==> src/source/lsu_pkg.sv <==
package lsu_pkg;

    typedef logic [31:0] bus32_t;
    typedef logic [4:0]  reg_addr_t;
    typedef logic [7:0]  aluop_t;
    typedef logic [5:0]  ecode_t;

    // loads
    localparam aluop_t ALU_LDB  = 8'h40;
    localparam aluop_t ALU_LDH  = 8'h41;
    localparam aluop_t ALU_LDW  = 8'h42;
    localparam aluop_t ALU_LDBU = 8'h44;
    localparam aluop_t ALU_LDHU = 8'h45;

    // stores
    localparam aluop_t ALU_STB  = 8'h48;
    localparam aluop_t ALU_STH  = 8'h49;
    localparam aluop_t ALU_STW  = 8'h4a;

    // address not aligned to access size
    localparam ecode_t ECODE_ALE = 6'h09;

    typedef enum logic [1:0] {
        SIZE_B = 2'd0,
        SIZE_H = 2'd1,
        SIZE_W = 2'd2
    } mem_size_e;

    typedef enum logic {
        DC_IDLE   = 1'b0,
        DC_REFILL = 1'b1
    } dcache_state_e;

endpackage

==> src/source/lsu_result.sv <==
module lsu_result (
    input  logic               mem_valid_i,
    input  logic               mem_is_load_i,
    input  logic               mem_is_store_i,
    input  lsu_pkg::mem_size_e mem_size_i,
    input  logic               mem_sign_ext_i,
    input  lsu_pkg::bus32_t    mem_addr_i,
    input  lsu_pkg::bus32_t    mem_pc_i,
    input  lsu_pkg::bus32_t    mem_pass_data_i,
    input  lsu_pkg::reg_addr_t mem_rd_i,
    input  logic               mem_reg_we_i,
    input  logic               mem_exception_i,
    input  logic               data_ok_i,
    input  lsu_pkg::bus32_t    rdata_i,
    output logic               pause_o,
    output logic               result_valid_o,
    output logic               reg_we_o,
    output lsu_pkg::reg_addr_t reg_addr_o,
    output lsu_pkg::bus32_t    reg_data_o,
    output lsu_pkg::bus32_t    commit_pc_o,
    output logic               exception_o,
    output lsu_pkg::ecode_t    ecode_o
);
    import lsu_pkg::*;

    bus32_t      cache_data;
    logic [7:0]  byte_lane;
    logic [15:0] half_lane;
    bus32_t      load_data;

    assign cache_data = data_ok_i ? rdata_i : 32'b0;

    // lane picked by the low address bits
    assign byte_lane = cache_data[{mem_addr_i[1:0], 3'b000} +: 8];
    assign half_lane = mem_addr_i[1] ? cache_data[31:16] : cache_data[15:0];

    always_comb begin
        case (mem_size_i)
            SIZE_B: begin
                load_data = {{24{mem_sign_ext_i & byte_lane[7]}}, byte_lane};
            end
            SIZE_H: begin
                load_data = {{16{mem_sign_ext_i & half_lane[15]}}, half_lane};
            end
            default: begin
                load_data = cache_data;
            end
        endcase
    end

    // hold upstream until the cache answers
    assign pause_o = mem_valid_i && (mem_is_load_i || mem_is_store_i) &&
                     !mem_exception_i && !data_ok_i;

    assign result_valid_o = mem_valid_i && !pause_o;
    assign reg_we_o       = result_valid_o && mem_reg_we_i && !mem_exception_i;
    assign reg_addr_o     = mem_rd_i;
    assign reg_data_o     = mem_is_load_i ? load_data : mem_pass_data_i;
    assign commit_pc_o    = mem_pc_i;
    assign exception_o    = mem_valid_i && mem_exception_i;
    assign ecode_o        = mem_exception_i ? ECODE_ALE : '0;

endmodule

==> config.mk <==
export PLATFORM = sky130hd
export DESIGN_NAME = lsu_result
export DESIGN_NICKNAME = d
export VERILOG_FILES = /design/src/source/lsu_pkg.sv /design/src/source/lsu_result.sv
export SDC_FILE = /design/constraint.sdc
export NUM_CORES = 1
export LEC_CHECK = 0
export ABC_AREA = 0
export ABC_CLOCK_PERIOD_IN_PS = 2700
export BUFFER_PORTS_ARGS = -buffer_cell sky130_fd_sc_hd__buf_4
export CAP_MARGIN = 20
export CORE_AREA = 2 2 85 87
export DETAILED_ROUTE_END_ITERATION = 12
export DIE_AREA = 0 0 87 89
export GPL_ROUTABILITY_DRIVEN = 0
export PLACE_DENSITY = 0.62
export SLEW_MARGIN = 20
export SYNTH_ARGS = -nofsm -noshare
export SYNTH_HDL_FRONTEND = slang
export SYNTH_SLANG_ARGS = --single-unit
==> constraint.sdc <==
create_clock -name vclk -period 2.7
set_clock_uncertainty 0.1 [all_clocks]
set_input_delay 0.54 -clock vclk [all_inputs]
set_output_delay 0.54 -clock vclk [all_outputs]
set_load 0.1 [all_outputs]
-- Word-level counts from Yosys, hierarchy flattened
Index checks and enable logic that the tools add are counted.
- register bits after elaboration: 0
- equal/unequal tests: 1
- shift-type cells: 1
- multiplexer cells: 5
- bitwise operators: 2
- reduce and logical (&&, ||, !) cells: 12
- operators with widths (kind ; number):
    32-bit 2-to-1 mux ; 2
    32-bit one-hot mux with 2 select lines ; 1
    32-bit by 6-bit indexed part select with 8-bit output ; 1
    16-bit 2-to-1 mux ; 1
    1-bit logical AND ; 7
    4-bit 2-to-1 mux ; 1
    1-bit zero test ; 3
    1-bit AND ; 2
    2-bit by 1-bit equality test with 1-bit output, second input constant ; 1
    2-bit zero test ; 1
    1-bit logical OR ; 1

-- Depth between registers and ports, before layout
Gate-level depths: netlist of the first run.
- word-level depth: 8
- mapped depth: 7
- depth with buffers taken out: 4

-- Least setup slack after synthesis of the first run
OpenSTA, ideal clock, no wires.
- path kind: input -> output
- from: input mem_is_load_i
- to: output reg_we_o
- data arrival time: 6.201 ns
- required time: 2.060 ns
- setup slack: -4.141 ns
- stages on the path: 4
- path buffers: 1
- cells stage by stage: clkbuf_1 -> nor2_1 -> nor4b_1 -> nor4bb_1
- cells in the longest elaborated chain, start to end: 8
- RTL lines (item ; line ; source):
    start, declared ; lsu_result.sv:3 ; input logic mem_is_load_i,
    1-bit logical OR ; lsu_result.sv:52 ; assign pause_o = mem_valid_i && (mem_is_load_i || mem_is_store_i) &&
    1-bit logical AND (2 in a row) ; lsu_result.sv:52 ;
    1-bit logical AND ; lsu_result.sv:53 ; !mem_exception_i && !data_ok_i;
    named net pause_o ; lsu_result.sv:15 ; output logic pause_o,
    1-bit zero test ; lsu_result.sv:55 ; assign result_valid_o = mem_valid_i && !pause_o;
    1-bit logical AND ; lsu_result.sv:55 ;
    1-bit logical AND (2 in a row) ; lsu_result.sv:56 ; assign reg_we_o = result_valid_o && mem_reg_we_i && !mem_exception_i;
    end, declared ; lsu_result.sv:17 ; output logic reg_we_o,
The timed path passes the listed nets, and every way through them passes these cells.

-- Worst setup path after layout of the first run
- from: input rdata_i[31]
- to: output reg_data_o[19]
- cells in the longest elaborated chain, start to end: 5
- RTL lines (item ; line ; source):
    start, declared ; lsu_result.sv:14 ; input lsu_pkg::bus32_t rdata_i,
    32-bit 2-to-1 mux * ; lsu_result.sv:31 ; assign cache_data = data_ok_i ? rdata_i : 32'b0;
    32-bit by 6-bit indexed part select with 8-bit output or 16-bit 2-to-1 mux (tied branches) ; lsu_result.sv:34, lsu_result.sv:35 ;
    1-bit AND, on equally long branches ; lsu_result.sv:40, lsu_result.sv:43 ;
    32-bit one-hot mux with 2 select lines * ; lsu_result.sv:38 ; case (mem_size_i)
    32-bit 2-to-1 mux * ; lsu_result.sv:58 ; assign reg_data_o = mem_is_load_i ? load_data : mem_pass_data_i;
    end, declared ; lsu_result.sv:19 ; output lsu_pkg::bus32_t reg_data_o,
Mark *: on every way between the ends. The rest lies on a longest branch, timed or not.

==> results.yml, run 1 <==
die:
  core_area_um2: 6720
  die_x_um: 87
  die_h_um: 89
  rows: 30
  start_util_pct: 21.4
  dieArea_um2: 7740
  pin_count: 221
layout:
  antenna_cells: 0
  fin_area_um2: 2790
  final_nets: 457
  seq_cell_count: 0
  regArea_um2: 0
  drive_gt1_share_pct: 55.0
  syn_to_final_growth_pct: 93.6
  clock_buffers: 0
  fin_util_pct: 41.5
sta:
  maxSlewHeadroom_pct: 65.6
  finalCritPeriodShare_pct: 99.2
  setup_tns_ns: 0
  finalCriticalPeriod_ns: 2.68
  drv_slew: 0
  max_freq_mhz: 373
  setup_ws_ns: 0.0205
  worst_slew_pin_slew_ns: 0.512
  rsz0062_at_grt: "yes"
  finalSetupViolCount: 0
  holdWs_ns: 0.980
  hold_viol: 0
critical_path:
  critPathCaptureType: "output pin"
  slowest_delay_ns: 0.48
  crit_path_frequent_cell: "buf_12"
  crit_chain: "buf_8 > mux4_2 > nor2b_4 > a211oi_4 > buf_4 > buf_12 > a21oi_4 > buf_12"
  worstPathRequired_ns: 2.06
  path_class: "primary input to output pin"
  slowest_stage: "mux4_2"
  startpoint: "rdata_i[31]"
  cp_max_fo: 7
  start_kind: "primary input"
  arrival_ns: 2.04
grt:
  grt_pass1_vias: 2055
  grt_pass1_wl_um: 10200
  grt_max_degree: 21
  antenna_found_initial: 0
  grtUsageTotal_pct: 16.3
  grt_overflow: 0
routing:
  drc_errors: 0
  num_vias: 1954
  routed_wl_um: 6580
  drt_first_pass_iters: 4
  vias_per_cell: 4.97
  drt-wirelength-per-cell_um: 16.7
  ant_nets: 0
  drt_iter0_drc: 59
worst_hold_path:
  min-delay-start: "mem_pc_i[27]"
  hp-class: "primary input to output pin"
place:
  post_dp_cell_area_um2: 2550
  dp_slack_ns: -0.0665
  dp_hpwl_um: 5410
  io_buffer_count: 113
yosys:
  netlist_area_um2: 1440
  synth_area_leaders: "buf_4 (22%), a21oi_1 (18%), nand2_1 (10%)"
  synth_commonest_cells: "a21oi_1 (51), buf_4 (43), nand2_1 (40)"
  synth.distinct_cells: 40
  post-synth-top-count-cell: "a21oi_1"
  netlist_instances: 239
  ys_seq_area_share_pct: 0
  synth_top_area_share_pct: 22.4
  synth_top_area_cell: "buf_4"
  ys_warn_count: 0
  syn_avg_cell_area_um2: 6.02
flow_run:
  maxCapViolCount: 0
power_and_ir_drop:
  p_per_area_nw_per_um2: 321
  ir_drop_uv: 134
  leakage_nw: 1.18
status:
  outcome: "completed"
==> repair_timing <==
action | in CTS | in global routing
resized for setup | 47 | 5
endpoints found under the setup margin | 19 | 20
cloned | 1 | 0
pin swaps | 8 | 2
hold buffers | 0 | 0
buffers inserted | 3 | 0
==> cells in the final DEF (no fill, tap or decap), drive strengths merged, types with 5 or more instances in the layout <==
cell type / synthesis / final
a21oi: 51 / 51
and2: 5 / 5
buf: 47 / 133
inv: 6 / 6
nand2: 40 / 40
nand3: 6 / 6
nor2: 9 / 9
nor2b: 6 / 6
==> worst max-delay path: cells and delay by family <==
family,cells,cell delay (ns)
multiplexers,1,0.48
buffers and inverters,4,0.58
AO/OA/AOI/OAI,2,0.27
AND/OR/NAND/NOR,1,0.15
==> path summary, 6_finish.rpt <==
check	to	slack, ns	depth (start not counted)
worst max-delay path	reg_data_o[19]	0.02	8
worst min-delay path	commit_pc_o[27]	0.98	0
==> logic make-up after synthesis <==
group,after synthesis,share of synthesized area [%]
buf+inv,68,30.1
compound gates,80,34.6
mux,9,7.48
simple gates,81,27.6
other cells,1,0.261
==> final cells by class <==
class,instances,area (um^2)
Fill cell,694,3930
Multi-Input combinational cell,174,1410
Timing Repair Buffer,133,1250
Tap cell,80,100
Inverter,6,22.5
==> report_power, final <==
group	switching, mW	internal (mW)	total [mW]	leakage [nW]
combinational	0.589	0.306	0.895	1.18
clock	0	0	0	0
sequential	0	0	0	0
total	0.589	0.306	0.895	1.18
==> routing by layer <==
| layer | vias up | global-route usage, % | wire, um |
|---|---|---|---|
| li1 | 953 | - | - |
| met1 | 897 | 20.1 | 2640 |
| met2 | 84 | 30.3 | 3340 |
| met3 | 20 | 2.03 | 447 |
| met4 | 0 | 3.41 | 147 |
| met5 | - | 0 | 0 |
==> per-stage QoR <==
| step | power, mW | std cells |
|---|---|---|
| floorplan | 0.872 | 242 |
| global placement | 0.824 | 390 |
| detailed placement | 0.828 | 390 |
| CTS | 0.898 | 394 |
| global route | 0.934 | 393 |
| finish | 0.895 | 393 |
(Power assumes the default switching activity.)
==> run 2: changes to the inputs <==
--- a/config.mk
+++ b/config.mk
@@ -8,3 +8,3 @@
 export ABC_AREA = 0
-export ABC_CLOCK_PERIOD_IN_PS = 2700
+export ABC_CLOCK_PERIOD_IN_PS = 2500
 export BUFFER_PORTS_ARGS = -buffer_cell sky130_fd_sc_hd__buf_4
==> constraint.sdc (replaced) <==
create_clock -name vclk -period 2.5
set_clock_uncertainty 0.1 [all_clocks]
set_input_delay 0.5 -clock vclk [all_inputs]
set_output_delay 0.5 -clock vclk [all_outputs]
set_load 0.005 [all_outputs]
==> run 2 against run 1 <==
Against the previous run: critical path depth unchanged; power down 51%; utilization down 7.5 points; clock-buffer cell count unchanged; via count up 1.7%; non-clock buffer count up 4; sequential cell count unchanged; the flow now finishes with violations (setup timing); global-route usage up 0.65 points; first-iteration DRC count up 37%; final area down 18%; wire length up 3.3%; sequential share of layout area unchanged; largest cell class is now non-clock buffers.
==> results.yml, run 2 (synthesized netlist as in run 1, its figures left out) <==
routing:
  drt_iter0_drc: 81
  drc_errors: 0
  routed_wl_um: 6790
  vias_per_cell: 5.01
  drt_first_pass_iters: 4
  num_vias: 1988
  drt-wirelength-per-cell_um: 17.1
  ant_nets: 0
status:
  outcome: "complete, but fails checks"
  violations: "setup timing"
layout:
  fin_cells: 397
  mostFrequentLayoutCell: "buf_4"
  fill_cells: 744
  fin_util_pct: 33.9
  final_cell_mix: "buf_4 (127), nand2_1 (40), a21oi_1 (40)"
  clock_buffers: 0
  syn_to_final_growth_pct: 58.3
  seq_cell_count: 0
  final_nets: 461
  antenna_cells: 0
  drive_gt1_share_pct: 49.5
  regArea_um2: 0
flow_run:
  maxCapViolCount: 0
critical_path:
  slowest_stage: "mux4_2"
  crit_chain: "buf_8 > mux4_2 > nor2b_4 > a211oi_4 > buf_6 > buf_12 > a21oi_2 > buf_4"
  cp_max_fo: 5
  path_class: "primary input to output pin"
  arrival_ns: 1.94
  cpLargestDelayFamily: "multiplexers"
  slowest_delay_ns: 0.52
  crit_buf_inv: 4
  critPathCaptureType: "output pin"
  start_kind: "primary input"
  worstPathRequired_ns: 1.90
clocking:
  postCtsHoldBufs: 0
die:
  die_x_um: 87
  start_util_pct: 21.4
  die_h_um: 89
  core_area_um2: 6720
  pin_count: 221
  rows: 30
  dieArea_um2: 7740
place:
  dp_slack_ns: -0.121
  dp_hpwl_um: 5510
  placed_cells: 395
  io_buffer_count: 113
sta:
  finalCritPeriodShare_pct: 102
  hold_viol: 0
  rsz0062_at_grt: "yes"
  maxSlewHeadroom_pct: 63.6
  drv_slew: 0
  worst_slew_pin_slew_ns: 0.538
  finalCriticalPeriod_ns: 2.54
  finalSetupViolCount: 11
  setup_ws_ns: -0.0396
  max_freq_mhz: 394
power_and_ir_drop:
  p_per_area_nw_per_um2: 191
  power_mw: 0.434
  ir_drop_uv: 66.9
  leakage_nw: 1.08
grt:
  grt_pass1_vias: 1959
  grtUsageTotal_pct: 17.0
  grt_overflow: 0
  grt_max_degree: 17
  grt_pass1_wl_um: 10400
  antenna_found_initial: 0
worst_hold_path:
  hp-class: "primary input to output pin"
==> run 2: cell count changes in the layout (fill, tap and decap cells not counted), moves of 4 or more <==
cell      delta
buf_4       +22
a21oi_4     -15
buf_12      -13
a21oi_2     +10
a21oi_1      +5
a221oi_4     -4
==> run 2: through the flow <==
stage	area (um^2)	setup TNS [ns]	hold slack, ns
2_1_floorplan	1450	0	0.933
3_3_place_gp	2170	-1.15	0.900
3_5_place_dp	2170	-1.52	0.900
4_1_cts	2290	-0.756	0.900
5_1_grt	2280	-1.05	0.900
6_report	2280	-0.381	0.900
==> run 2: layer usage <==
metal  vias up  track usage [%]  wire, um
met5         -                0         0
met4         0             4.12       165
met3        20             2.22       597
met2       105             30.9      3280
met1       907             21.2      2750
li1        956                -         -
==> run 2: final timing paths <==
path,from,endpoint,slack (ns),depth (start not counted)
setup / recovery,mem_addr_i[1],reg_data_o[26],-0.04,8
hold / removal,mem_pc_i[1],commit_pc_o[1],0.90,0
==> run 2: where the power goes <==
group	internal, mW	switching (mW)
sequential	0	0
combinational	0.241	0.194
clock	0	0
==> run 2: timing repair <==
item	CTS	global route
pin swaps	3	2
endpoints found under the setup margin	17	20
gates cloned	1	0
gates resized for setup	22	3
buffers inserted	2	0
==> run 2: final cells by class <==
type                       instances  area, um^2  share of cell area [%]
inverter                           6        22.5                   0.988
tap                               80         100                    4.39
timing repair buffer             137        1080                    47.3
multi-input combinational        174        1080                    47.3
