File: src/source/lsu_pkg.sv
package lsu_pkg;

    typedef logic [31:0] bus32_t;
    typedef logic [4:0]  reg_addr_t;
    typedef logic [7:0]  aluop_t;
    typedef logic [5:0]  ecode_t;

    // loads
    localparam aluop_t ALU_LDB  = 8'h40;
    localparam aluop_t ALU_LDH  = 8'h41;
    localparam aluop_t ALU_LDW  = 8'h42;
    localparam aluop_t ALU_LDBU = 8'h44;
    localparam aluop_t ALU_LDHU = 8'h45;

    // stores
    localparam aluop_t ALU_STB  = 8'h48;
    localparam aluop_t ALU_STH  = 8'h49;
    localparam aluop_t ALU_STW  = 8'h4a;

    // address not aligned to access size
    localparam ecode_t ECODE_ALE = 6'h09;

    typedef enum logic [1:0] {
        SIZE_B = 2'd0,
        SIZE_H = 2'd1,
        SIZE_W = 2'd2
    } mem_size_e;

    typedef enum logic {
        DC_IDLE   = 1'b0,
        DC_REFILL = 1'b1
    } dcache_state_e;

endpackage

File: src/source/lsu_execute.sv
module lsu_execute (
    input  logic                clk,
    input  logic                rst_i,
    input  logic                valid_i,
    input  lsu_pkg::bus32_t     pc_i,
    input  lsu_pkg::bus32_t     base_i,
    input  lsu_pkg::bus32_t     offset_i,
    input  lsu_pkg::bus32_t     store_data_i,
    input  lsu_pkg::bus32_t     pass_data_i,
    input  lsu_pkg::reg_addr_t  rd_i,
    input  logic                reg_we_i,
    input  logic                is_load_i,
    input  logic                is_store_i,
    input  lsu_pkg::mem_size_e  size_i,
    input  logic                sign_ext_i,
    input  logic                pause_i,
    output logic                req_o,
    output logic                we_o,
    output lsu_pkg::bus32_t     addr_o,
    output logic [3:0]          byte_en_o,
    output lsu_pkg::bus32_t     wdata_o,
    output logic                mem_valid_o,
    output logic                mem_is_load_o,
    output logic                mem_is_store_o,
    output lsu_pkg::mem_size_e  mem_size_o,
    output logic                mem_sign_ext_o,
    output lsu_pkg::bus32_t     mem_addr_o,
    output lsu_pkg::bus32_t     mem_pc_o,
    output lsu_pkg::bus32_t     mem_pass_data_o,
    output lsu_pkg::reg_addr_t  mem_rd_o,
    output logic                mem_reg_we_o,
    output logic                mem_exception_o
);
    import lsu_pkg::*;

    bus32_t     ex_addr;
    logic       misaligned;
    logic [3:0] ex_byte_en;
    bus32_t     ex_wdata;

    bus32_t     addr_q;
    bus32_t     pc_q;
    bus32_t     pass_data_q;
    bus32_t     wdata_q;
    logic [3:0] byte_en_q;
    reg_addr_t  rd_q;
    mem_size_e  size_q;
    logic       sign_ext_q;
    logic       is_load_q;
    logic       is_store_q;
    logic       valid_q;
    logic       reg_we_q;
    logic       exception_q;

    assign ex_addr = base_i + offset_i;

    assign misaligned = ((size_i == SIZE_H) && ex_addr[0]) ||
                        ((size_i == SIZE_W) && (ex_addr[1:0] != 2'b00));

    // lane enables and replicated store data
    always_comb begin
        case (size_i)
            SIZE_B: begin
                ex_byte_en = 4'b0001 << ex_addr[1:0];
                ex_wdata   = {4{store_data_i[7:0]}};
            end
            SIZE_H: begin
                ex_byte_en = 4'b0011 << {ex_addr[1], 1'b0};
                ex_wdata   = {2{store_data_i[15:0]}};
            end
            default: begin
                ex_byte_en = 4'b1111;
                ex_wdata   = store_data_i;
            end
        endcase
    end

    always_ff @(posedge clk) begin
        if (rst_i) begin
            valid_q     <= 1'b0;
            reg_we_q    <= 1'b0;
            exception_q <= 1'b0;
        end else if (!pause_i) begin
            valid_q     <= valid_i;
            reg_we_q    <= reg_we_i;
            exception_q <= valid_i && (is_load_i || is_store_i) && misaligned;
        end
    end

    always_ff @(posedge clk) begin
        if (!pause_i) begin
            addr_q      <= ex_addr;
            pc_q        <= pc_i;
            pass_data_q <= pass_data_i;
            wdata_q     <= ex_wdata;
            byte_en_q   <= ex_byte_en;
            rd_q        <= rd_i;
            size_q      <= size_i;
            sign_ext_q  <= sign_ext_i;
            is_load_q   <= is_load_i;
            is_store_q  <= is_store_i;
        end
    end

    // a faulting access never reaches the cache
    assign req_o     = valid_q && (is_load_q || is_store_q) && !exception_q;
    assign we_o      = is_store_q;
    assign addr_o    = addr_q;
    assign byte_en_o = byte_en_q;
    assign wdata_o   = wdata_q;

    assign mem_valid_o     = valid_q;
    assign mem_is_load_o   = is_load_q;
    assign mem_is_store_o  = is_store_q;
    assign mem_size_o      = size_q;
    assign mem_sign_ext_o  = sign_ext_q;
    assign mem_addr_o      = addr_q;
    assign mem_pc_o        = pc_q;
    assign mem_pass_data_o = pass_data_q;
    assign mem_rd_o        = rd_q;
    assign mem_reg_we_o    = reg_we_q;
    assign mem_exception_o = exception_q;

endmodule

File: config.mk
export PLATFORM = sky130hd
export DESIGN_NAME = lsu_execute
export DESIGN_NICKNAME = d
export VERILOG_FILES = /design/src/source/lsu_pkg.sv /design/src/source/lsu_execute.sv
export SDC_FILE = /design/constraint.sdc
export NUM_CORES = 1
export LEC_CHECK = 0
export BUFFER_PORTS_ARGS = -buffer_cell sky130_fd_sc_hd__buf_2
export CORE_UTILIZATION = 25
export DETAILED_ROUTE_END_ITERATION = 8
export GPL_TIMING_DRIVEN = 1
export PLACE_DENSITY = 0.54
export SLEW_MARGIN = 40
export SYNTH_ARGS = -nofsm -noshare
export SYNTH_HDL_FRONTEND = slang
export SYNTH_SLANG_ARGS = --single-unit
export TNS_END_PERCENT = 100
File: constraint.sdc
create_clock -name clk -period 3.7 [get_ports clk]
set_input_delay 0.555 -clock clk [delete_from_list [all_inputs] [get_ports clk]]
set_output_delay 0.555 -clock clk [all_outputs]
set_load 0.02 [all_outputs]
==> Word-level counts from Yosys, hierarchy flattened <==
Index checks and enable logic that the tools add are counted.
{ "word_totals": {"ff_bits": 145, "inputBits": 175} }
{ "classes": {"add_sub_neg": 1, "eq_ne": 2, "n_shift": 2, "muxes": 2, "reduce_logical": 12} }
{ "op_table": {"columns": ["operator", "n"], "rows": [
  ["$pmux 32 s2", 1],
  ["$add 32x32->32", 1],
  ["$pmux 4 s2", 1],
  ["$logic_and 1x1->1", 6],
  ["$shl 1x2->4 const A", 1],
  ["$shl 2x2->4 const A", 1],
  ["$logic_or 1x1->1", 3],
  ["$eq 2x1->1 const B", 1],
  ["$eq 2x2->1 const B", 1],
  ["$logic_not 2->1", 1],
  ["$reduce_bool 2->1", 1],
  ["$logic_not 1->1", 1]
]} }

==> Depth between registers and ports, before layout <==
Gate-level depths: netlist of run 1.
{ "depth": {"ltp_word": 5, "mapped_depth": 10, "ltp_nobuf": 10} }

==> Worst setup path before layout of run 1 <==
No wires, ideal clock.
{ "synth_timing": {"path_type": "input port to flip-flop", "startpoint": "input port pause_i", "endpoint": "register addr_q[0] (netlist: addr_o[0]) (enable)", "setup_ns": 0.494, "t_arrival_ns": 3.296, "required_ns": 3.206, "path_slack_ns": -0.090, "stages": 1, "path_buffers": 0, "path_cell_list": "inv_1"} }
{ "synth_rtl": {"columns": ["element", "line_no", "text"], "rows": [
  ["start, declared", "lsu_execute.sv:16", "input logic pause_i,"],
  ["end signal, assigned", "lsu_execute.sv:92", "addr_q <= ex_addr;"],
  ["end, declared", "lsu_execute.sv:41", "bus32_t addr_q;"]
]} }
No word-level cell between the ends.

==> Worst setup path in the final report of run 1 <==
{ "layout_timing": {"startpoint": "input port base_i[0]", "endpoint": "register addr_q[30] (netlist: addr_o[30]) (data pin)"} }
{ "layout_via": {"elab_chain_len": 1} }
{ "layout_rtl": {"columns": ["element", "line_no", "text"], "rows": [
  ["start, declared", "lsu_execute.sv:6", "input lsu_pkg::bus32_t base_i,"],
  ["$add 32x32->32", "lsu_execute.sv:55", "assign ex_addr = base_i + offset_i;"],
  ["net ex_addr[30]", "lsu_execute.sv:36", "bus32_t ex_addr;"]
]} }
The timed path passes the listed nets, and every way through them passes these cells.
A chain may end at the register's enable or synchronous reset.

==> out/qor.yml, run 1 <==
run_status:
  status: "complete, no violations"
critical_path:
  r2r-end: "mem_valid_o"
  rrSetupSlack_ns: 3.07
  cp_data_arrival_time_ns: 2.72
  r2r_start: "mem_valid_o"
  worst-r2r-cell-count: 2
  cp.required_ns: 3.86
  critPathKind: "input port to flip-flop"
  endpoint_kind: "flip-flop"
  cp-start-kind: "input port"
  critPathMaxFanout: 5
cts:
  cts-root-buf: "clkbuf_16"
  clock_sinks: 145
  hold_buffers: 0
  h-tree-depth: 4
  clock_path_buffers: 2
  cts_tree: "done"
  post_cts_buffers: 0
  numCtsBuffers: 17
  clk_latency_ns: 0.41
  post_cts_resized: 0
  path_clk_slew_ns: 0.07
synth:
  syn_area_um2: 6820
  yosys-top-cells-count: "edfxtp_1 (142), a21oi_1 (34), buf_4 (33)"
  synth_ff_type: "edfxtp_1"
  synthTopCellsByArea: "edfxtp_1 (63%), ha_1 (5.7%), buf_4 (3.6%), mux2_2 (2.6%), a21oi_1 (2.5%)"
  ys.warnings.count: 0
  synth_nets: 697
  yosysTopAreaCell: "edfxtp_1"
  ys_types: 55
  synth_edf_count: 142
  syn_inst: 490
  ys_seq_area_frac: 0.634
  async_flop_share: 0
  synth_top_area_frac: 0.625
  ys_seq_elements: 145
  yosysMostFrequentCell: "edfxtp_1"
  avgSynthCellArea_um2: 13.9
power:
  seq_power_share: 0.433
  swShare: 0.312
  combPwrFrac: 0.217
  p_int_w: 0.00328
  p_clk_frac: 0.350
  leakagePower_nw: 4.12
  power-per-cell-area_nw_per_um2: 511
  p_switching_w: 0.00149
  peakVddDrop_mv: 0.269
place:
  port_buffers: 353
  dpl.hpwl_um: 14900
  post-place-ws_ns: 0.710
  finalWeightedCongestion: 0.800
drt:
  drtIter0Drc: 152
  dr.pass1.iters: 4
  vias_per_cell: 4.36
  wl_um: 19100
  drc: 0
  via_count: 5110
  wl_per_cell_um: 16.3
  ant_nets: 0
finish:
  fillCellCount: 2722
  final_util: 0.348
  regArea_um2: 4320
  nets: 1026
  multi_input_area_um2: 2150
  num_antenna_cells: 0
  syn_to_final_growth_pct: 37.0
  drive_above_1_share: 0.502
min_path:
  hold_class: "input port to flip-flop"
  hold_depth: 1
  hold_end: "mem_pass_data_o[2]"
  hold_start: "pass_data_i[2]"
timing:
  hold_viol: 0
  setup_slack_ns: 1.14
  period_share: 0.692
  layout_min_cycle_time_ns: 2.56
  worst_pin_slew_ns: 0.519
  relSlewSlack: 0.653
  finalSetupViolCount: 0
  final.setup_skew_ns: 0
  rsz0062_at_grt: "no"
  drv_slew: 0
  setup_tns_ns: 0
  fmax_ghz: 0.391
global_routing:
  grtUsageTotal: 0.132
  antenna_found_initial: 1
  grt_max_degree: 49
  grt_pass1_wl_um: 28200
  grt_pass1_vias: 4970
  overflow: 0
floorplan:
  die_w_um: 167
  start_util: 0.254
  ios: 354
  core_area_um2: 26900
  dieArea_um2: 28000
  die_h_um: 167
  rows: 60
job:
  drv_cap: 0
power by group through the flow:
stage | combinational [W] | sequential, W | clock, W
3_5_place_dp | 0.00104 | 0.00211 | 0
2_1_floorplan | 0.000492 | 0.00232 | 0
3_3_place_gp | 0.00104 | 0.00211 | 0
6_report | 0.00103 | 0.00207 | 0.00167
4_1_cts | 0.00104 | 0.00207 | 0.00173
5_1_grt | 0.00111 | 0.00209 | 0.00179
how the worst max path moves through the flow:
stage / slack, ns / end / cells after the start / startpoint
floorplan: 0.70 / addr_o[0] / 1 / pause_i
global placement: 0.72 / addr_o[30] / 11 / base_i[0]
detailed placement: 0.71 / addr_o[30] / 11 / base_i[0]
CTS: 1.14 / addr_o[30] / 11 / base_i[0]
global route: 1.0 / addr_o[30] / 11 / base_i[0]
finish: 1.14 / addr_o[30] / 11 / base_i[0]
logic make-up (layout without fill, tap and decap cells):
kind of cell	after synthesis	after routing	share of synthesized area
xor+xnor	30	30	0.0385
simple gates	80	80	0.0558
buf+inv	58	400	0.0514
compound gates	118	118	0.118
flops	145	145	0.634
mux	27	27	0.0426
fa+ha+maj	32	32	0.0598
cells in the final DEF (no fill, tap or decap), drive strengths merged, types with 17 or more instances in the layout:
cell and count:
nor2 22, edfxtp 142, clkbuf 17, inv 18
buf 359, a21o 19, o21ai 22, nand2 23
a21oi 36, ha 31
routing by layer:
metal,part of all wire,GRT usage,vias to the layer above
li1,-,-,2485
met1,0.42,0.153,2409
met2,0.52,0.244,202
met3,0.051,0.0251,12
met4,0.011,0.0435,2
met5,0.00068,0,-
stage by stage:
stage,hold slack (ns),instances,area [µm²],total power (W)
4_1_cts,0.285,1173,9350,0.00484
5_1_grt,0.283,1173,9350,0.00499
3_5_place_dp,0.517,1141,8780,0.00315
2_1_floorplan,0.586,490,6830,0.00281
6_report,0.311,1173,9350,0.00478
3_3_place_gp,0.486,1140,8750,0.00314
final cells by class:
cell class / count / share of cell area
clock buffer: 17 / 0.0455
clock inverter: 15 / 0.0153
inverter: 9 / 0.00402
multi-input combinational: 287 / 0.230
sequential: 145 / 0.463
tap: 341 / 0.0456
timing repair buffer: 359 / 0.197
sequential cells by signal, indices dropped and copies added, names as in the netlist, 2 cells and up:
register and flops:
byte_en_o 4, mem_rd_o 5, addr_o 32, mem_size_o 2, mem_pc_o 32, wdata_o 32, mem_pass_data_o 32
worst max-delay path, stage by stage:
cell and delay (ns):
buf_2 0.08, ha_1 0.19, inv_1 0.06, fa_1 0.40
nor2b_1 0.17, o2111ai_1 0.19, a21oi_2 0.34, o31ai_1 0.17
o221a_2 0.30, a22oi_1 0.17, xor2_1 0.08
(Power assumes the default switching activity.)
==> run 2, diff against run 1 <==
==> constraint.sdc (replaced) <==
create_clock -name clk -period 2.1 [get_ports clk]
set_input_delay 0.315 -clock clk [delete_from_list [all_inputs] [get_ports clk]]
set_output_delay 0.315 -clock clk [all_outputs]
set_load 0.02 [all_outputs]
==> run 2 against run 1 <==
  * Design area rose by 7.1%
  * Non-clock buffer count rose by 71
  * Power grew 81%
  * Register-to-register slack got worse by 1.6 ns
  * Global-route usage grew 0.39 points
  * Sequential share of layout area down 3.1 points
  * First-iteration DRC count is 49% higher
  * Clock skew is the same
  * Clock-buffer cell count did not move
==> out/qor.yml, run 2 (synthesized netlist as in run 1, its figures left out) <==
cts:
  clk_latency_ns: 0.41  # about the same
  path_clk_slew_ns: 0.07  # about the same
  cts_tree: "done"
  h-tree-depth: 4  # unchanged
  cts-root-buf: "clkbuf_16"
  numCtsBuffers: 17  # unchanged
  clock_sinks: 145  # unchanged
  clock_path_buffers: 2  # unchanged
critical_path:
  critPathMaxFanout: 5  # unchanged
  slowest_delay_ns: 0.36  # -0.04 ns
  cp_data_arrival_time_ns: 2.19  # -0.53 ns
  critPathKind: "input port to flip-flop"
  cp-start-kind: "input port"
  crit_buf_inv: 3  # +1
  cp.required_ns: 2.26  # -1.60 ns
  endpoint_kind: "flip-flop"
  cpMaxStageDelayCell: "fa_2"
  crit_chain: "buf_2 > ha_4 > inv_2 > fa_2 > nor2b_4 > o2111ai_4 > a21oi_4 > o31ai_2 > buf_4 > o221a_4 > o21bai_1 > xor2_1"
  crit_family: "compound AO/OA/AOI/OAI gates"
drt:
  dr.pass1.iters: 4  # unchanged
  vias_per_cell: 4.26  # -2.2%
  ant_nets: 0  # unchanged
  wl_per_cell_um: 15.7  # -3.9%
  drtIter0Drc: 226  # +49%
  wl_um: 19500  # +1.9%
  drc: 0  # unchanged
  via_count: 5301  # +3.7%
global_routing:
  grt_pass1_vias: 5186  # +4.3%
  overflow: 0  # unchanged
  grt_max_degree: 98  # +100%
  grt_pass1_wl_um: 29200  # +3.7%
  antenna_found_initial: 2  # +1
  grtUsageTotal: 0.136  # +0.00390
finish:
  syn_to_final_growth_pct: 46.8
  final_common_cell: "buf_2"
  final_cell_mix: "buf_2 (353), edfxtp_1 (142), buf_4 (76)"
  drive_above_1_share: 0.563  # +0.0608
  design_area_um2: 10000  # +7.1%
  nets: 1097  # +6.9%
  fillCellCount: 2683  # -1.4%
timing:
  whs_ns: 0.0736  # -0.237 ns
  fmax_ghz: 0.492
  drv_slew: 0  # unchanged
  relSlewSlack: 0.607  # -0.0460
  setup_tns_ns: 0  # unchanged
  hold_viol: 0  # unchanged
  layout_min_cycle_time_ns: 2.03
  worst_pin_slew_ns: 0.589  # +0.0700 ns
  period_share: 0.969
  final.setup_skew_ns: 0  # unchanged
  finalSetupViolCount: 0  # unchanged
  rsz0062_at_grt: "yes"
place:
  dpl.hpwl_um: 15500  # +4.7%
  placed_area_um2: 9380  # +6.8%
  finalWeightedCongestion: 0.851  # +6.4%
  port_buffers: 353  # unchanged
power:
  leakagePower_nw: 4.47  # +8.3%
  peakVddDrop_mv: 0.487  # +81%
  power-per-cell-area_nw_per_um2: 863  # +69%
floorplan:
  dieArea_um2: 28000  # unchanged
  start_util: 0.254  # unchanged
  ios: 354  # unchanged
  core_area_um2: 26900  # unchanged
  die_w_um: 167  # unchanged
  die_h_um: 167  # unchanged
  rows: 60  # unchanged
min_path:
  hold_class: "input port to flip-flop"
run_status:
  status: "complete, no violations"
job:
  drv_cap: 0  # unchanged
==> run 2: cell types whose count changed in the layout (fill, tap and decap cells not counted), sizes merged <==
cell      delta
buf         +71
clkinv       -4
inv          -1
diode        +1
bufinv       +1
clkinvlp     +3
==> run 2: final timing paths <==
| kind | end | slack (ns) | depth (start not counted) | startpoint |
|---|---|---|---|---|
| max | addr_o[26] | 0.07 | 12 | base_i[0] |
| min | mem_rd_o[1] | 0.07 | 1 | rd_i[1] |
| max reg2reg | mem_exception_o | 1.50 | 2 | mem_exception_o |
| min reg2reg | mem_valid_o | 0.52 | 2 | mem_valid_o |
==> run 2: metal layers <==
layer  wire length, µm  part of all wire  global-route usage  vias to the layer above
li1                  -                 -                   -                     2626
met1              8050              0.41               0.161                     2460
met2             10200              0.52               0.244                      200
met3              1040             0.053              0.0295                       13
met4               236             0.012              0.0447                        2
met5                13           0.00067                   0                        -
==> run 2: cell type report <==
cell class                 count  area (µm²)  area share
inverter                       9        37.5     0.00375
multi-input combinational    287        2300       0.229
clock buffer                  17         425      0.0425
sequential                   145        4320       0.432
timing repair buffer         430        2360       0.235
clock inverter                14         141      0.0141
antenna                        1        2.50    0.000250
tap                          341         427      0.0426
==> run 2: worst reg2reg max path: cells and delay by family (launching register included) <==
family | cells | cell delay [ns]
AO/OA/AOI/OAI | 1 | 0.12
flip-flops | 1 | 0.33
AND/OR/NAND/NOR | 1 | 0.05
==> run 2: power breakdown <==
group	switching [W]	internal [W]	leakage, nW
Combinational	0.00120	0.000824	2.78
Sequential	0.000124	0.00354	1.41
Clock	0.00129	0.00166	0.267
==> run 2: stage by stage <==
stage	setup WS [ns]	utilization	instances	power [W]
floorplan	-0.655	-	490	0.00498
global placement	-0.482	0.349	1211	0.00574
detailed placement	-0.498	0.349	1211	0.00575
CTS	0.0219	0.370	1242	0.00875
global route	-0.0234	0.372	1244	0.00904
finish	0.0657	0.372	1244	0.00864
==> run 2: what timing repair did <==
item,4_1_cts,5_1_grt
gates cloned,0,0
endpoints found under the setup margin,2,9
buffers inserted,0,1
pin swaps,1,4
gates resized for setup,1,7
hold buffers,0,0
==> run 3, diff against run 2 <==
--- a/config.mk
+++ b/config.mk
@@ -10,6 +10,7 @@
 export DETAILED_ROUTE_END_ITERATION = 8
 export GPL_TIMING_DRIVEN = 1
 export PLACE_DENSITY = 0.54
+export REMOVE_ABC_BUFFERS = 1
 export SLEW_MARGIN = 40
 export SYNTH_ARGS = -nofsm -noshare
 export SYNTH_HDL_FRONTEND = slang
==> run 3 against run 2 <==
  * Clock skew is the same
  * Non-clock buffer count rose by 11
  * Largest cell class unchanged
  * Critical path depth shrank 2
  * Worst setup slack got worse by 0.041 ns
  * Clock power barely moved
  * Utilization up 0.12 points
  * Sequential share of layout area down 0.14 points
  * Hold slack got worse by 0.0012 ns
  * Design area grew 0.32%
  * First-iteration DRC count fell by 9.7%
  * Wire length down 3.0%
  * Global-route usage fell by 0.52 points
==> out/qor.yml, run 3 (synthesized netlist as in run 1, its figures left out) <==
run_status:
  status: "complete, no violations"
power:
  peakVddDrop_mv: 0.479  # -1.5%
  p_clk_frac: 0.340  # -0.002
  seq_power_share: 0.425  # about the same
  swShare: 0.308  # +0.00562
  combPwrFrac: 0.235  # about the same
  power_w: 0.00859  # -0.51%
  p_int_w: 0.00594  # -1.3%
  p_switching_w: 0.00265  # +1.3%
  power-per-cell-area_nw_per_um2: 855  # -0.83%
  leakagePower_nw: 4.54  # +1.6%
cts:
  hold_buffers: 0  # unchanged
  clk_latency_ns: 0.41  # about the same
  clock_sinks: 145  # unchanged
  numCtsBuffers: 17  # unchanged
  cts-root-buf: "clkbuf_16"
  path_clk_slew_ns: 0.07  # about the same
  h-tree-depth: 4  # unchanged
  clock_path_buffers: 2  # unchanged
  cts_tree: "done"
critical_path:
  critPathKind: "input port to flip-flop"
  critPathMaxFanout: 4  # -1
  cp.required_ns: 2.26  # about the same
  cp_data_arrival_time_ns: 2.23  # +0.04 ns
  rrSetupSlack_ns: 1.48  # -0.02 ns
  endpoint_kind: "flip-flop"
  cp-start-kind: "input port"
drt:
  ant_nets: 0  # unchanged
  drtIter0Drc: 204  # -9.7%
  wl_per_cell_um: 15.1  # -3.8%
  wl_um: 18900  # -3.0%
  via_count: 5322  # +0.40%
  vias_per_cell: 4.24  # -0.48%
  drc: 0  # unchanged
  dr.pass1.iters: 4  # unchanged
floorplan:
  core_area_um2: 26900  # unchanged
  dieArea_um2: 28000  # unchanged
  start_util: 0.254  # unchanged
  die_h_um: 167  # unchanged
  die_w_um: 167  # unchanged
  rows: 60  # unchanged
  ios: 354  # unchanged
timing:
  rsz0062_at_grt: "yes"
  fmax_ghz: 0.482  # -2.0%
  finalSetupViolCount: 0  # unchanged
  final.setup_skew_ns: 0  # unchanged
  hold_viol: 0  # unchanged
  drv_slew: 0  # unchanged
  relSlewSlack: 0.742  # +0.135
  layout_min_cycle_time_ns: 2.08  # +0.0408 ns
  period_share: 0.988  # +0.0194
  worst_pin_slew_ns: 0.385  # -0.204 ns
finish:
  fillCellCount: 2689  # +0.22%
  final_cells: 1255  # +0.88%
  final_common_cell: "buf_2"
  final_cell_mix: "buf_2 (351), edfxtp_1 (142), buf_4 (85)"
  syn_to_final_growth_pct: 47.2
  drive_above_1_share: 0.558  # -0.00521
  num_antenna_cells: 0  # -1
  nets: 1108  # +1.0%
global_routing:
  grt_pass1_vias: 5300  # +2.2%
  grt_max_degree: 45  # -54%
  grtUsageTotal: 0.131  # -0.00517
  grt_pass1_wl_um: 28200  # -3.4%
  antenna_found_initial: 0  # -2
  overflow: 0  # unchanged
place:
  dpl.hpwl_um: 15000  # -3.3%
  port_buffers: 353  # unchanged
  finalWeightedCongestion: 0.792  # -6.9%
  dpl.cell_count: 1221  # +0.83%
min_path:
  hold_class: "input port to flip-flop"
job:
  drv_cap: 0  # unchanged
## run 3: layout make-up
| class | count | area, µm² | area share |
|---|---|---|---|
| clock inverters | 15 | 144 | 0.0143 |
| clock buffers | 17 | 425 | 0.0424 |
| inverters | 9 | 38.8 | 0.00386 |
| flip-flops and latches | 145 | 4320 | 0.431 |
| well taps | 341 | 427 | 0.0425 |
| repair buffers | 441 | 2470 | 0.246 |
| multi-input cells | 287 | 2220 | 0.221 |
## run 3: final timing paths
path | startpoint | end | cells past startpoint
worst max-delay path | base_i[4] | addr_o[24] | 10
worst min register to register | mem_reg_we_o | mem_reg_we_o | 2
worst max register to register | mem_valid_o | mem_valid_o | 2
worst min-delay path | pc_i[21] | mem_pc_o[21] | 1
## run 3: repair_timing
item                       4_1_cts  5_1_grt
pin swaps                        2        8
setup endpoints to repair        8       13
setup buffers                    1        1
gates resized for setup          6       12
cloned                           0        0
## run 3: worst max-delay path: stages
cell,delay (ns)
buf_2,0.10
ha_1,0.32
a21o_1,0.18
a21oi_1,0.22
a21oi_2,0.11
buf_4,0.16
o221a_4,0.28
a211oi_4,0.30
o31ai_2,0.10
xor2_1,0.14
## run 3: routing by layer
metal	up-vias	GRT usage	part of all wire
li1	2650	-	-
met3	9	0.0269	0.059
met4	0	0.0375	0.011
met2	203	0.247	0.53
met1	2460	0.148	0.40
met5	-	0	0
## run 3: power by group through the flow
stage,Sequential [W],Combinational [W],Clock [W]
after floorplan,0.00422,0.000575,0
after global placement,0.00372,0.00199,0
after detailed placement,0.00372,0.00200,0
after CTS,0.00366,0.00201,0.00302
after global routing,0.00368,0.00217,0.00312
final,0.00365,0.00202,0.00292
## run 3: stage by stage
stage	TNS [ns]	utilization	setup slack, ns	cell area (µm²)	hold slack, ns
after global routing	-0.193	0.374	-0.0614	10000	0.0431
after CTS	0	0.371	0.0130	9970	0.0452
after detailed placement	-8.63	0.349	-0.650	9370	0.493
after floorplan	-207.25	-	-1.45	6500	0.387
final	0	0.374	0.0249	10000	0.0724
after global placement	-8.08	0.349	-0.594	9370	0.474
